### src/include/sdmac_consts.svh
`ifndef SDMAC_CONSTS_SVH
`define SDMAC_CONSTS_SVH

// Number of 32-bit words the FIFO holds between the CPU and SCSI sides
`define SDMAC_FIFO_DEPTH 8

// Width of the transfer byte counter and of the LEN register
`define SDMAC_LEN_W 16

// APB register map in byte addresses
// CTRL holds the start and direction bits
`define SDMAC_ADDR_CTRL 4'h0
// LEN holds the transfer length in bytes
`define SDMAC_ADDR_LEN 4'h4
// STATUS reports busy, done and the FIFO level
`define SDMAC_ADDR_STATUS 4'h8
// DATA is the FIFO window for the CPU
`define SDMAC_ADDR_DATA 4'hC

`endif
### src/verilog/sdmacPkg.sv
package sdmacPkg;

    // One byte on the SCSI data port
    typedef logic [7:0] scsiByte_t;

    // APB request as driven by the CPU side
    typedef struct packed {
        logic [3:0]  paddr;
        logic        psel;
        logic        penable;
        logic        pwrite;
        logic [31:0] pwdata;
    } apbReq_t;

    // APB response returned by the register block
    typedef struct packed {
        logic [31:0] prdata;
        logic        pready;
        logic        pslverr;
    } apbRsp_t;

    // A FIFO word is seen whole by the CPU and as byte lanes by the packer
    // Lane 0 sits in bits 7:0, so lane order is little-endian
    typedef union packed {
        logic [31:0]         word;
        scsiByte_t [3:0]     lanes;
    } fifoWord_u;

    // Direction is 1 when bytes go from SCSI to the CPU
    typedef struct packed {
        logic start;
        logic dir;
    } ctrlReg_t;

    typedef struct packed {
        logic       busy;
        logic       done;
        logic [3:0] fifoLevel;
    } statusReg_t;

    typedef enum logic [1:0] {IDLE, RUN, FLUSH, DONE} dmaState_e;

endpackage

### src/verilog/sdmacTop.sv
`timescale 1ns/10ps
`include "sdmac_consts.svh"

module sdmacTop (
    input  logic                CLK,
    input  logic                rstN,
    input  sdmacPkg::apbReq_t   apbReq,
    output sdmacPkg::apbRsp_t   apbRsp,
    input  sdmacPkg::scsiByte_t pdIn,
    input  logic                pdInValid,
    output logic                pdInReady,
    output sdmacPkg::scsiByte_t pdOut,
    output logic                pdOutValid,
    input  logic                pdOutReady
);
    sdmacPkg::ctrlReg_t      ctrl;
    sdmacPkg::statusReg_t    status;
    sdmacPkg::fifoWord_u     cpuWdata;
    sdmacPkg::fifoWord_u     cpuRdata;
    logic [`SDMAC_LEN_W-1:0] len;
    logic [3:0]              fifoLevel;
    logic                    startPulse;
    logic                    cpuPush;
    logic                    cpuPop;
    logic                    fifoFull;
    logic                    fifoEmpty;
    logic                    runEn;
    logic                    counterLoad;
    logic                    flushReq;
    logic                    busy;
    logic                    done;
    logic                    zero;
    logic                    byteTaken;
    logic                    partial;

    // STATUS gathers the FSM flags and the FIFO fill level
    assign status = '{busy: busy, done: done, fifoLevel: fifoLevel};

    // Local signals carry the same names as the ports they feed
    sdmacRegs u_sdmacRegs (.*);

    dmaFsm u_dmaFsm (.*);

    // Every SCSI handshake consumes one byte of the length
    xferCounter u_xferCounter (
        .CLK  (CLK        ),
        .rstN (rstN       ),
        .load (counterLoad),
        .len  (len        ),
        .dec  (byteTaken  ),
        .zero (zero       )
    );

    sdmacDatapath u_sdmacDatapath (.*);

endmodule

### src/verilog/sdmacDatapath.sv
`timescale 1ns/10ps

module sdmacDatapath (
    input  logic                CLK,
    input  logic                rstN,
    input  sdmacPkg::ctrlReg_t  ctrl,
    input  logic                runEn,
    input  logic                flushReq,
    input  sdmacPkg::scsiByte_t pdIn,
    input  logic                pdInValid,
    output logic                pdInReady,
    output sdmacPkg::scsiByte_t pdOut,
    output logic                pdOutValid,
    input  logic                pdOutReady,
    input  logic                cpuPush,
    input  logic                cpuPop,
    input  sdmacPkg::fifoWord_u cpuWdata,
    output sdmacPkg::fifoWord_u cpuRdata,
    output logic [3:0]          fifoLevel,
    output logic                fifoFull,
    output logic                fifoEmpty,
    output logic                byteTaken,
    output logic                partial
);
    sdmacPkg::fifoWord_u packWord;
    sdmacPkg::fifoWord_u pushData;
    logic                packValid;
    logic                packTake;
    logic                push;
    logic                pop;
    logic                wordAvail;

    // Inbound the packer fills the FIFO and the CPU drains it
    // Outbound the roles swap
    assign push     = ctrl.dir ? (packValid & ~fifoFull) : cpuPush;
    assign pushData = ctrl.dir ? packWord : cpuWdata;
    assign pop      = ctrl.dir ? cpuPop : packTake;

    // The packer sees FIFO room inbound and FIFO contents outbound
    assign wordAvail = ctrl.dir ? ~fifoFull : ~fifoEmpty;

    wordFifo u_wordFifo (
        .CLK      (CLK      ),
        .rstN     (rstN     ),
        .push     (push     ),
        .pushData (pushData ),
        .pop      (pop      ),
        .popData  (cpuRdata ),
        .level    (fifoLevel),
        .full     (fifoFull ),
        .empty    (fifoEmpty)
    );

    scsiPacker u_scsiPacker (
        .CLK          (CLK       ),
        .rstN         (rstN      ),
        .runEn        (runEn     ),
        .dir          (ctrl.dir  ),
        .flushReq     (flushReq  ),
        .pdIn         (pdIn      ),
        .pdInValid    (pdInValid ),
        .pdInReady    (pdInReady ),
        .pdOut        (pdOut     ),
        .pdOutValid   (pdOutValid),
        .pdOutReady   (pdOutReady),
        .wordOut      (packWord  ),
        .wordOutValid (packValid ),
        .wordIn       (cpuRdata  ),
        .wordInAvail  (wordAvail ),
        .wordInTake   (packTake  ),
        .byteTaken    (byteTaken ),
        .partial      (partial   )
    );

endmodule

### src/verilog/scsiPacker.sv
`timescale 1ns/10ps

module scsiPacker (
    input  logic                CLK,
    input  logic                rstN,
    input  logic                runEn,
    input  logic                dir,
    input  logic                flushReq,
    input  sdmacPkg::scsiByte_t pdIn,
    input  logic                pdInValid,
    output logic                pdInReady,
    output sdmacPkg::scsiByte_t pdOut,
    output logic                pdOutValid,
    input  logic                pdOutReady,
    output sdmacPkg::fifoWord_u wordOut,
    output logic                wordOutValid,
    input  sdmacPkg::fifoWord_u wordIn,
    input  logic                wordInAvail,
    output logic                wordInTake,
    output logic                byteTaken,
    output logic                partial
);
    // One lane index and one word register serve both directions
    logic [1:0]          lane;
    sdmacPkg::fifoWord_u laneWord;
    logic                wordHeld;
    logic                wordLoaded;
    logic                inFire;
    logic                outFire;
    logic                lastLane;

    assign lastLane = lane == 2'd3;

    // Inbound bytes stall only while a finished word waits for FIFO room
    // In this direction wordInAvail reports free space in the FIFO
    assign pdInReady = runEn & dir & (~wordHeld | wordInAvail);
    assign inFire    = pdInValid & pdInReady;

    // Outbound bytes come from the loaded word in lane order
    assign pdOutValid = runEn & ~dir & wordLoaded;
    assign outFire    = pdOutValid & pdOutReady;
    assign pdOut      = laneWord.lanes[lane];

    // The next word is fetched as the last lane of the current one leaves
    assign wordInTake = runEn & ~dir & wordInAvail & (~wordLoaded | (outFire & lastLane));

    assign wordOut      = laneWord;
    assign wordOutValid = wordHeld;
    assign byteTaken    = inFire | outFire;
    // Some lanes of an inbound word are filled but not yet offered
    assign partial      = lane != 2'd0;

    always_ff @(posedge CLK) begin
        if (wordInTake) begin
            laneWord <= wordIn;
        end else if (inFire) begin
            // Starting a word clears the upper lanes so a flush pads with zeros
            if (lane == 2'd0) begin
                laneWord.word <= {24'h0, pdIn};
            end else begin
                laneWord.lanes[lane] <= pdIn;
            end
        end
    end

    always_ff @(posedge CLK or negedge rstN) begin
        if (!rstN) begin
            lane       <= '0;
            wordHeld   <= 1'b0;
            wordLoaded <= 1'b0;
        end else begin
            // Lanes restart at zero for every transfer
            if (!runEn) begin
                lane <= '0;
            end else if (byteTaken) begin
                lane <= lane + 2'd1;
            end
            // A held word leaves once the FIFO has room for it
            if (wordHeld && wordInAvail) begin
                wordHeld <= 1'b0;
            end
            if ((inFire && lastLane) || flushReq) begin
                wordHeld <= 1'b1;
            end
            // Lanes left over at the end of an outbound transfer are dropped
            if (!runEn) begin
                wordLoaded <= 1'b0;
            end else if (wordInTake) begin
                wordLoaded <= 1'b1;
            end else if (outFire && lastLane) begin
                wordLoaded <= 1'b0;
            end
        end
    end

endmodule

### src/verilog/wordFifo.sv
`timescale 1ns/10ps
`include "sdmac_consts.svh"

module wordFifo #(
    parameter int DEPTH = `SDMAC_FIFO_DEPTH
) (
    input  logic                         CLK,
    input  logic                         rstN,
    input  logic                         push,
    input  sdmacPkg::fifoWord_u          pushData,
    input  logic                         pop,
    output sdmacPkg::fifoWord_u          popData,
    output logic [$clog2(DEPTH+1)-1:0]   level,
    output logic                         full,
    output logic                         empty
);
    localparam int PTR_W = $clog2(DEPTH);
    localparam int LVL_W = $clog2(DEPTH + 1);

    sdmacPkg::fifoWord_u mem [DEPTH];
    logic [PTR_W-1:0]    wrPtr;
    logic [PTR_W-1:0]    rdPtr;

    // Storage is written only where the write pointer points
    always_ff @(posedge CLK) begin
        if (push) begin
            mem[wrPtr] <= pushData;
        end
    end

    always_ff @(posedge CLK or negedge rstN) begin
        if (!rstN) begin
            wrPtr <= '0;
            rdPtr <= '0;
            level <= '0;
        end else begin
            // Pointers wrap explicitly so DEPTH need not be a power of two
            if (push) begin
                wrPtr <= (wrPtr == PTR_W'(DEPTH - 1)) ? '0 : wrPtr + 1'b1;
            end
            if (pop) begin
                rdPtr <= (rdPtr == PTR_W'(DEPTH - 1)) ? '0 : rdPtr + 1'b1;
            end
            case ({push, pop})
                2'b10:   level <= level + 1'b1;
                2'b01:   level <= level - 1'b1;
                default: level <= level;
            endcase
        end
    end

    // First word falls through so readers see the head without a pop
    assign popData = mem[rdPtr];
    assign full    = level == LVL_W'(DEPTH);
    assign empty   = level == '0;

    // Both producers and consumers must respect the flags
    noPushFull: assert property (@(posedge CLK) disable iff (!rstN) push |-> !full);
    noPopEmpty: assert property (@(posedge CLK) disable iff (!rstN) pop |-> !empty);

endmodule

### src/verilog/xferCounter.sv
`timescale 1ns/10ps
`include "sdmac_consts.svh"

module xferCounter (
    input  logic                    CLK,
    input  logic                    rstN,
    input  logic                    load,
    input  logic [`SDMAC_LEN_W-1:0] len,
    input  logic                    dec,
    output logic                    zero
);
    // Bytes still to move in the current transfer
    logic [`SDMAC_LEN_W-1:0] count;

    always_ff @(posedge CLK or negedge rstN) begin
        if (!rstN) begin
            count <= '0;
        end else if (load) begin
            count <= len;
        end else if (dec) begin
            count <= count - 1'b1;
        end
    end

    assign zero = count == '0;

    // The FSM closes the byte port before the count can wrap
    noDecAtZero: assert property (@(posedge CLK) disable iff (!rstN)
        dec |-> !zero);

endmodule

### src/verilog/dmaFsm.sv
`timescale 1ns/10ps

module dmaFsm (
    input  logic               CLK,
    input  logic               rstN,
    input  logic               startPulse,
    input  sdmacPkg::ctrlReg_t ctrl,
    input  logic               zero,
    input  logic               partial,
    output logic               runEn,
    output logic               counterLoad,
    output logic               flushReq,
    output logic               busy,
    output logic               done
);
    sdmacPkg::dmaState_e state;
    sdmacPkg::dmaState_e stateNext;

    always_comb begin
        stateNext = state;
        case (state)
            // A new transfer may follow a finished one directly
            sdmacPkg::IDLE, sdmacPkg::DONE: begin
                if (startPulse) begin
                    stateNext = sdmacPkg::RUN;
                end
            end
            // Only an inbound transfer can leave bytes stranded in the packer
            sdmacPkg::RUN: begin
                if (zero) begin
                    stateNext = (ctrl.dir && partial) ? sdmacPkg::FLUSH : sdmacPkg::DONE;
                end
            end
            sdmacPkg::FLUSH: stateNext = sdmacPkg::DONE;
            default:         stateNext = sdmacPkg::IDLE;
        endcase
    end

    always_ff @(posedge CLK or negedge rstN) begin
        if (!rstN) begin
            state <= sdmacPkg::IDLE;
        end else begin
            state <= stateNext;
        end
    end

    // The counter loads on the same edge that enters RUN
    assign counterLoad = startPulse && (state == sdmacPkg::IDLE || state == sdmacPkg::DONE);
    // Byte traffic stops as soon as the count runs out
    assign runEn    = state == sdmacPkg::RUN && !zero;
    assign flushReq = state == sdmacPkg::FLUSH;
    assign busy     = state == sdmacPkg::RUN || state == sdmacPkg::FLUSH;
    assign done     = state == sdmacPkg::DONE;

    // A start that arrives mid-transfer would be lost
    startWhenIdle: assert property (@(posedge CLK) disable iff (!rstN)
        startPulse |-> (state == sdmacPkg::IDLE || state == sdmacPkg::DONE));

endmodule

### src/verilog/sdmacRegs.sv
`timescale 1ns/10ps
`include "sdmac_consts.svh"

module sdmacRegs (
    input  logic                    CLK,
    input  logic                    rstN,
    input  sdmacPkg::apbReq_t       apbReq,
    output sdmacPkg::apbRsp_t       apbRsp,
    output sdmacPkg::ctrlReg_t      ctrl,
    output logic [`SDMAC_LEN_W-1:0] len,
    output logic                    startPulse,
    input  sdmacPkg::statusReg_t    status,
    output logic                    cpuPush,
    output logic                    cpuPop,
    output sdmacPkg::fifoWord_u     cpuWdata,
    input  sdmacPkg::fifoWord_u     cpuRdata,
    input  logic                    fifoFull,
    input  logic                    fifoEmpty
);
    logic               access;
    logic               wrEn;
    logic               rdEn;
    logic               dataSel;
    sdmacPkg::ctrlReg_t wrCtrl;

    // The access phase is the second cycle of every transfer
    // pready is tied high so nothing ever stretches it
    assign access  = apbReq.psel & apbReq.penable;
    assign wrEn    = access & apbReq.pwrite;
    assign rdEn    = access & ~apbReq.pwrite;
    assign dataSel = apbReq.paddr == `SDMAC_ADDR_DATA;
    assign wrCtrl  = sdmacPkg::ctrlReg_t'(apbReq.pwdata[1:0]);

    // DATA accesses map straight onto FIFO strobes in the access phase
    // A push into a full FIFO or a pop from an empty one is dropped
    assign cpuPush       = wrEn & dataSel & ~fifoFull;
    assign cpuPop        = rdEn & dataSel & ~fifoEmpty;
    assign cpuWdata.word = apbReq.pwdata;

    always_ff @(posedge CLK or negedge rstN) begin
        if (!rstN) begin
            ctrl       <= '0;
            len        <= '0;
            startPulse <= 1'b0;
        end else begin
            // Start is a single pulse one cycle after the CTRL write
            startPulse <= 1'b0;
            if (wrEn && apbReq.paddr == `SDMAC_ADDR_CTRL) begin
                ctrl       <= wrCtrl;
                startPulse <= wrCtrl.start;
            end
            if (wrEn && apbReq.paddr == `SDMAC_ADDR_LEN) begin
                len <= apbReq.pwdata[`SDMAC_LEN_W-1:0];
            end
        end
    end

    always_comb begin
        apbRsp.prdata  = '0;
        apbRsp.pready  = 1'b1;
        // Error on a DATA access the FIFO cannot serve
        apbRsp.pslverr = access & dataSel & (apbReq.pwrite ? fifoFull : fifoEmpty);
        if (rdEn) begin
            case (apbReq.paddr)
                `SDMAC_ADDR_CTRL:   apbRsp.prdata = 32'(ctrl);
                `SDMAC_ADDR_LEN:    apbRsp.prdata = 32'(len);
                `SDMAC_ADDR_STATUS: apbRsp.prdata = 32'(status);
                // The FIFO head is visible before the pop takes effect
                `SDMAC_ADDR_DATA:   apbRsp.prdata = fifoEmpty ? '0 : cpuRdata.word;
                default:            apbRsp.prdata = '0;
            endcase
        end
    end

    // A CTRL write holds its access phase for one cycle only so start never repeats
    singleStartPulse: assert property (@(posedge CLK) disable iff (!rstN)
        startPulse |=> !startPulse);

endmodule

### config.mk
export PLATFORM = sky130hd
export DESIGN_NAME = sdmacTop
export DESIGN_NICKNAME = d
export VERILOG_FILES = /design/src/verilog/sdmacPkg.sv /design/src/verilog/sdmacTop.sv /design/src/verilog/sdmacDatapath.sv /design/src/verilog/scsiPacker.sv /design/src/verilog/wordFifo.sv /design/src/verilog/xferCounter.sv /design/src/verilog/dmaFsm.sv /design/src/verilog/sdmacRegs.sv
export VERILOG_INCLUDE_DIRS = /design/src /design/src/include
export SDC_FILE = /design/constraint.sdc
export NUM_CORES = 1
export LEC_CHECK = 0
export ABC_AREA = 0
export ABC_CLOCK_PERIOD_IN_PS = 11890
export BUFFER_PORTS_ARGS = -buffer_cell sky130_fd_sc_hd__buf_2
export CAP_MARGIN = 5
export CORE_ASPECT_RATIO = 0.75
export CORE_MARGIN = 2
export CORE_UTILIZATION = 55
export CTS_CLUSTER_DIAMETER = 200
export DETAILED_ROUTE_END_ITERATION = 8
export GPL_TIMING_DRIVEN = 0
export PLACE_DENSITY_LB_ADDON = 0.08
export SLEW_MARGIN = 20
export SYNTH_ARGS = -nofsm -noshare
export SYNTH_HDL_FRONTEND = slang
export SYNTH_SLANG_ARGS = --single-unit
### constraint.sdc
create_clock -name CLK -period 11.89 [get_ports CLK]
set_input_delay 1.189 -clock CLK [delete_from_list [all_inputs] [get_ports CLK]]
set_output_delay 1.189 -clock CLK [all_outputs]
set_load 0.1 [all_outputs]
== Yosys cells after proc, flatten, opt, wreduce, memory -nomap -nowiden ==
Memories as Yosys holds them, arrays and structs flattened.
Cells that the tools add are included.

* Magnitude comparators: 2
* Reduce and logical (&&, ||, !) cells: 25
* Bitwise operators: 28
* $add $sub $neg: 6
* Multiplexer cells: 35
* Equality and inequality tests: 16

{| class="wikitable"
|+ Operators by type and width
! operator !! number
|-
| $mux W32 || 6
|-
| $pmux W32 S4 || 1
|-
| $bwmux W32 || 1
|-
| $mux W16 || 2
|-
| $and A1 B1 Y1 || 19
|-
| $bmux W8 S2 || 1
|-
| $demux W8 S2 || 1
|-
| $logic_not A16 Y1 || 1
|-
| $mux W8 || 2
|-
| $sub A16 B1 Y16 const B || 1
|-
| $mux W1 || 13
|-
| $eq A4 B4 Y1 const B || 3
|-
| $reduce_bool A2 Y1 || 5
|-
| $logic_and A1 B1 Y1 || 9
|-
| $eq A2 B2 Y1 const B || 4
|-
| $logic_not A4 Y1 || 2
|-
| $mux W2 || 4
|-
| $pmux W4 S2 || 1
|-
| $add A3 B1 Y3 const B || 2
|-
| $eq A3 B3 Y1 const B || 2
|-
| $mux W3 || 2
|-
| $not A1 Y1 || 6
|-
| $pmux W2 S3 || 1
|-
| $add A4 B1 Y4 const B || 1
|-
| 15 further kinds || 22
|}

* Output and inout port bits: 44
* Memories kept: 1
* Memory bits (writable): 256
* Flip-flop bits (word level): 83

{| class="wikitable"
|+ Memories
! memory !! words !! width !! read ports !! clocked after memory_dff !! wr ports !! line !! RTL
|-
| u_sdmacDatapath.u_wordFifo.mem || 8 || 32 || 1 || 0 || 1 || wordFifo.sv:20 || <nowiki>sdmacPkg::fifoWord_u mem [DEPTH];</nowiki>
|}

== Depth between registers and ports, before layout ==
* Word-level depth: 12
* Gate-level depth with buffers: 15
* Gate-level depth less buffers: 13

== Hierarchy ==
Synthesis repeated with hierarchy kept, for this count alone.

* Cells, all modules: 941
* Area, all modules: 15615.0 µm²

{| class="wikitable"
|+ By module, submodules not included
! module !! instances !! cells an instance !! sequential area each (µm²) !! area each (µm²)
|-
| wordFifo || 1 || 428 || 7937.6 || 10216.0
|-
| scsiPacker || 1 || 188 || 1061.0 || 2158.3
|-
| sdmacRegs || 1 || 155 || 475.5 || 1486.4
|-
| xferCounter || 1 || 112 || 400.4 || 1026.0
|-
| sdmacDatapath || 1 || 41 || 0.0 || 568.0
|-
| dmaFsm || 1 || 17 || 50.0 || 160.2
|}

== Worst setup path after synthesis ==
OpenSTA, ideal clock, no wires.

* Kind: input to output
* From: input port apbReq[35] (netlist bit)
* To: output port apbRsp[0] (netlist bit)
* Data arrival time: 4.358 ns
* Required time: 10.701 ns
* Stages: 2
* Setup slack: 6.343 ns
* Buffers on the path: 0
* Path through: nand4bb_1 nor4_1

{| class="wikitable"
|+ RTL lines
! item !! line !! RTL
|-
| from (decl) || sdmacTop.sv:7 || <nowiki>input sdmacPkg::apbReq_t apbReq,</nowiki>
|-
| to (decl) || sdmacTop.sv:8 || <nowiki>output sdmacPkg::apbRsp_t apbRsp,</nowiki>
|}

==> results.md <==
- Synth Area in Compound Gates: 0.0435
- Post-route ant nets: 0
- Crit start category: flip-flop
- Worst EP arrival: 3.64 ns
- Simple-Gate Fraction of Synth Area: 0.0658
- Largest net degree at the start of global routing: 52
- 1st-iter DRT viols: 993
- Root Buffer: clkbuf_16
- Worst path top cell family by delay: buffers and inverters
- Fin nets: 1122
- Rel. slew slack: 0.267
- Avg Inst Size Synth: 16.5 um^2
- Met3 WL: 3.52 mm
- Layout cells sized above 1: 0.286
- Largest family of logic cells by synthesized area: multiplexers
- Cts bufs inserted: 34
- Layout fillers: 1978
- Crit path kind: reg2out
- Clock Path Buffers: 3
- Yosys warnings: 0
- Critical Path Fanout Max: 10
- Met2 wire length: 17.0 mm
- DP Wirelength: 26.7 mm
- Routed WL per cell: 26.6 um
- Non-filler cells, final: 1430
- Hold crit path type: reg2reg
- Die Footprint: 28700 um^2
- Unique masters post-synth: 65
- Setup tns final: 0 ns
- Syn nets: 978
- Top sig layer: met4
- Util after Layout: 0.640
- Remaining global-route overflow: 0
- Pwr Density: 175 nW/um^2
- Post-CTS Setup Bufs: 0
- Final min period: 4.83 ns
- Slowest stage delay, CP: 0.64 ns
- GRT Util Overall: 0.273
- Buf/Inv on CP: 3
- CP cell instances: clkbuf_1 > clkbuf_1 > mux4_2 > mux2i_1 > a2bb2oi_1 > nor2_1 > buf_2
- Multiplexer share of the synthesized area: 0.192
- XOR/XNOR Fraction of Synth Area: 0.00466
- Critical path's most frequent cell: clkbuf_1
- Post-Synth Adder-Cell Area: 0.0125
- Seq/Total Area, Yosys: 0.661
- Total power: 3.02 mW
- Maxcap violations: 0
- Max IR drop VDD: 0.129 mV
- Final slew viol count: 0
- P_leak: 6.04 nW
- R2R depth: 15
- Port Buffers: 93
- Initial antenna violation count: 0
- CP max stage cell: clkbuf_1
- H-Tree Depth: 2
- CP endpoint kind: output port
- CTS tree: yes
- Hold Path Stages: 1
- DRC: 0
- Vias in the first global route: 8764
- Post-CTS Hold Buffers: 0
- Layout overhead on the synthesized area: 14.8%
- Cts repair resizes: 0
- Worst-skew pair later-pin latency: 0.52 ns
- Result of the run: completed
- First-pass GRT wire length: 56.5 mm
- RD Place Congestion: 0.891
- RSZ-0062 raised after global routing: no
- Asr flop ratio synth: 0.150
- Wl on met1: 16.5 mm
- Stages on the worst setup path: 7
- Post-DP Area: 16200 um^2
- Mapped Cells: 912
- Primary FF master, synth: edfxtp_1
- Most common cell after layout, fill and taps aside: edfxtp_1
- I/O Pins: 95
- CTS sink count: 339
- Total wire length: 38.0 mm
- Synthesized cell area: 15000 um^2
- Row Count: 52
- Most frequent cells in the layout: edfxtp_1 (288), buf_2 (103), mux4_2 (72)
- Worst Skew: 0.0187 ns
- Final setup violation count: 0
- FMAX: 207 MHz
- Final Cycle Share: 0.406
- Routed vias: 9009
- Placed Cells: 1371
- Die W: 195 um
- Starting Density: 0.558
- Die Ht: 147 um
- ANT cells: 0
- Post-route cell area: 17200 um^2
- 1st-pass router iterations: 5
- #FFs+latches synth: 339
- WP data required: 10.70 ns
- Hold violation total from the final report: 0
- Avg Vias per Cell: 6.30
- Post-synth EDFFs: 288
- Worst slew pin tran: 1.10 ns
- Clk pin slew, worst setup/hold paths: 0.06 ns
- Core area: 26900 um^2
worst reg2reg max path, delay by kind of cell, from the launching register on:
family	cells	cell delay (ns)
buffers and inverters	4	0.58
AOI/OAI and AO/OA	3	0.74
and+or+nand+nor	2	0.50
xor gates and xnor gates	3	0.45
DFF	1	0.41
adders and majority gates	3	0.70
routing by layer:
metal  vias up  track usage
li1       3912            -
met1      4569        0.421
met2       468        0.400
met3        60       0.0517
met4         0       0.0805
met5         -            0
kinds of logic after synthesis:
family	after synthesis
other cells	1
simple gates	198
xor+xnor	8
buf+inv	71
flops	339
mux	192
compound gates	88
fa+ha+maj	15
final timing paths:
kind,startpoint,endpoint,slack (ns)
max,u_sdmacDatapath.u_wordFifo.rdPtr[1],apbRsp[12],7.06
min,u_sdmacRegs.ctrl[1],u_sdmacRegs.ctrl[1],0.49
max reg2reg,u_xferCounter.count[0],u_sdmacDatapath.u_wordFifo.level[2],8.35
min reg2reg,u_sdmacRegs.ctrl[1],u_sdmacRegs.ctrl[1],0.49
max in group asynchronous,rstN,u_sdmacRegs.len[6],10.67
min in group asynchronous,rstN,u_sdmacDatapath.u_wordFifo.level[2],0.72
sequential cells by signal (all words and copies together) (netlist names), 2 cells and up:
name                                  flops
u_xferCounter.count                      16
u_sdmacRegs.ctrl                          2
u_sdmacRegs.len                          16
u_dmaFsm.state                            2
u_sdmacDatapath.u_wordFifo.level          4
u_sdmacDatapath.u_wordFifo.rdPtr          3
u_sdmacDatapath.u_wordFifo.mem          256
u_sdmacDatapath.u_scsiPacker.lane         2
u_sdmacDatapath.u_scsiPacker.wordOut     32
u_sdmacDatapath.u_wordFifo.wrPtr          3
power by group:
part,total (mW),internal (mW),switching [mW]
clock,1.03,0.596,0.432
sequential,1.42,1.37,0.0439
combinational,0.578,0.246,0.333
through the flow:
stage | worst slack, ns | hold slack, ns
floorplan | 6.34 | 0.449
global placement | 4.38 | 0.460
detailed placement | 7.43 | 0.467
CTS | 7.12 | 0.481
global route | 6.97 | 0.504
finish | 7.06 | 0.487
cells in the mapped netlist, types with 9 or more instances:
cell type,n,area (um^2)
mux2_2,51,574
nand3_1,9,45.0
nor2b_1,9,56.3
buf_2,11,55.1
a2bb2oi_1,12,105
a21oi_1,9,45.0
nor2_1,66,248
o21ai_0,9,45.0
nand2_1,52,195
mux2i_1,66,661
dfrtp_1,51,1280
inv_1,17,63.8
edfxtp_1,288,8650
ha_1,15,188
clkbuf_1,31,116
a31oi_1,13,81.3
mux4_2,72,1620
cell type report:
| class | count | area, um^2 | area share |
|---|---|---|---|
| sequential | 339 | 9920 | 0.575 |
| multi-input combinational | 502 | 4850 | 0.281 |
| clock buffer | 46 | 937 | 0.0543 |
| timing repair buffer | 108 | 674 | 0.0391 |
| tap | 351 | 439 | 0.0255 |
| buffer | 54 | 243 | 0.0141 |
| clock inverter | 13 | 116 | 0.00675 |
| inverter | 17 | 63.8 | 0.00370 |
No activity file was read; power rests on OpenSTA's default activity.
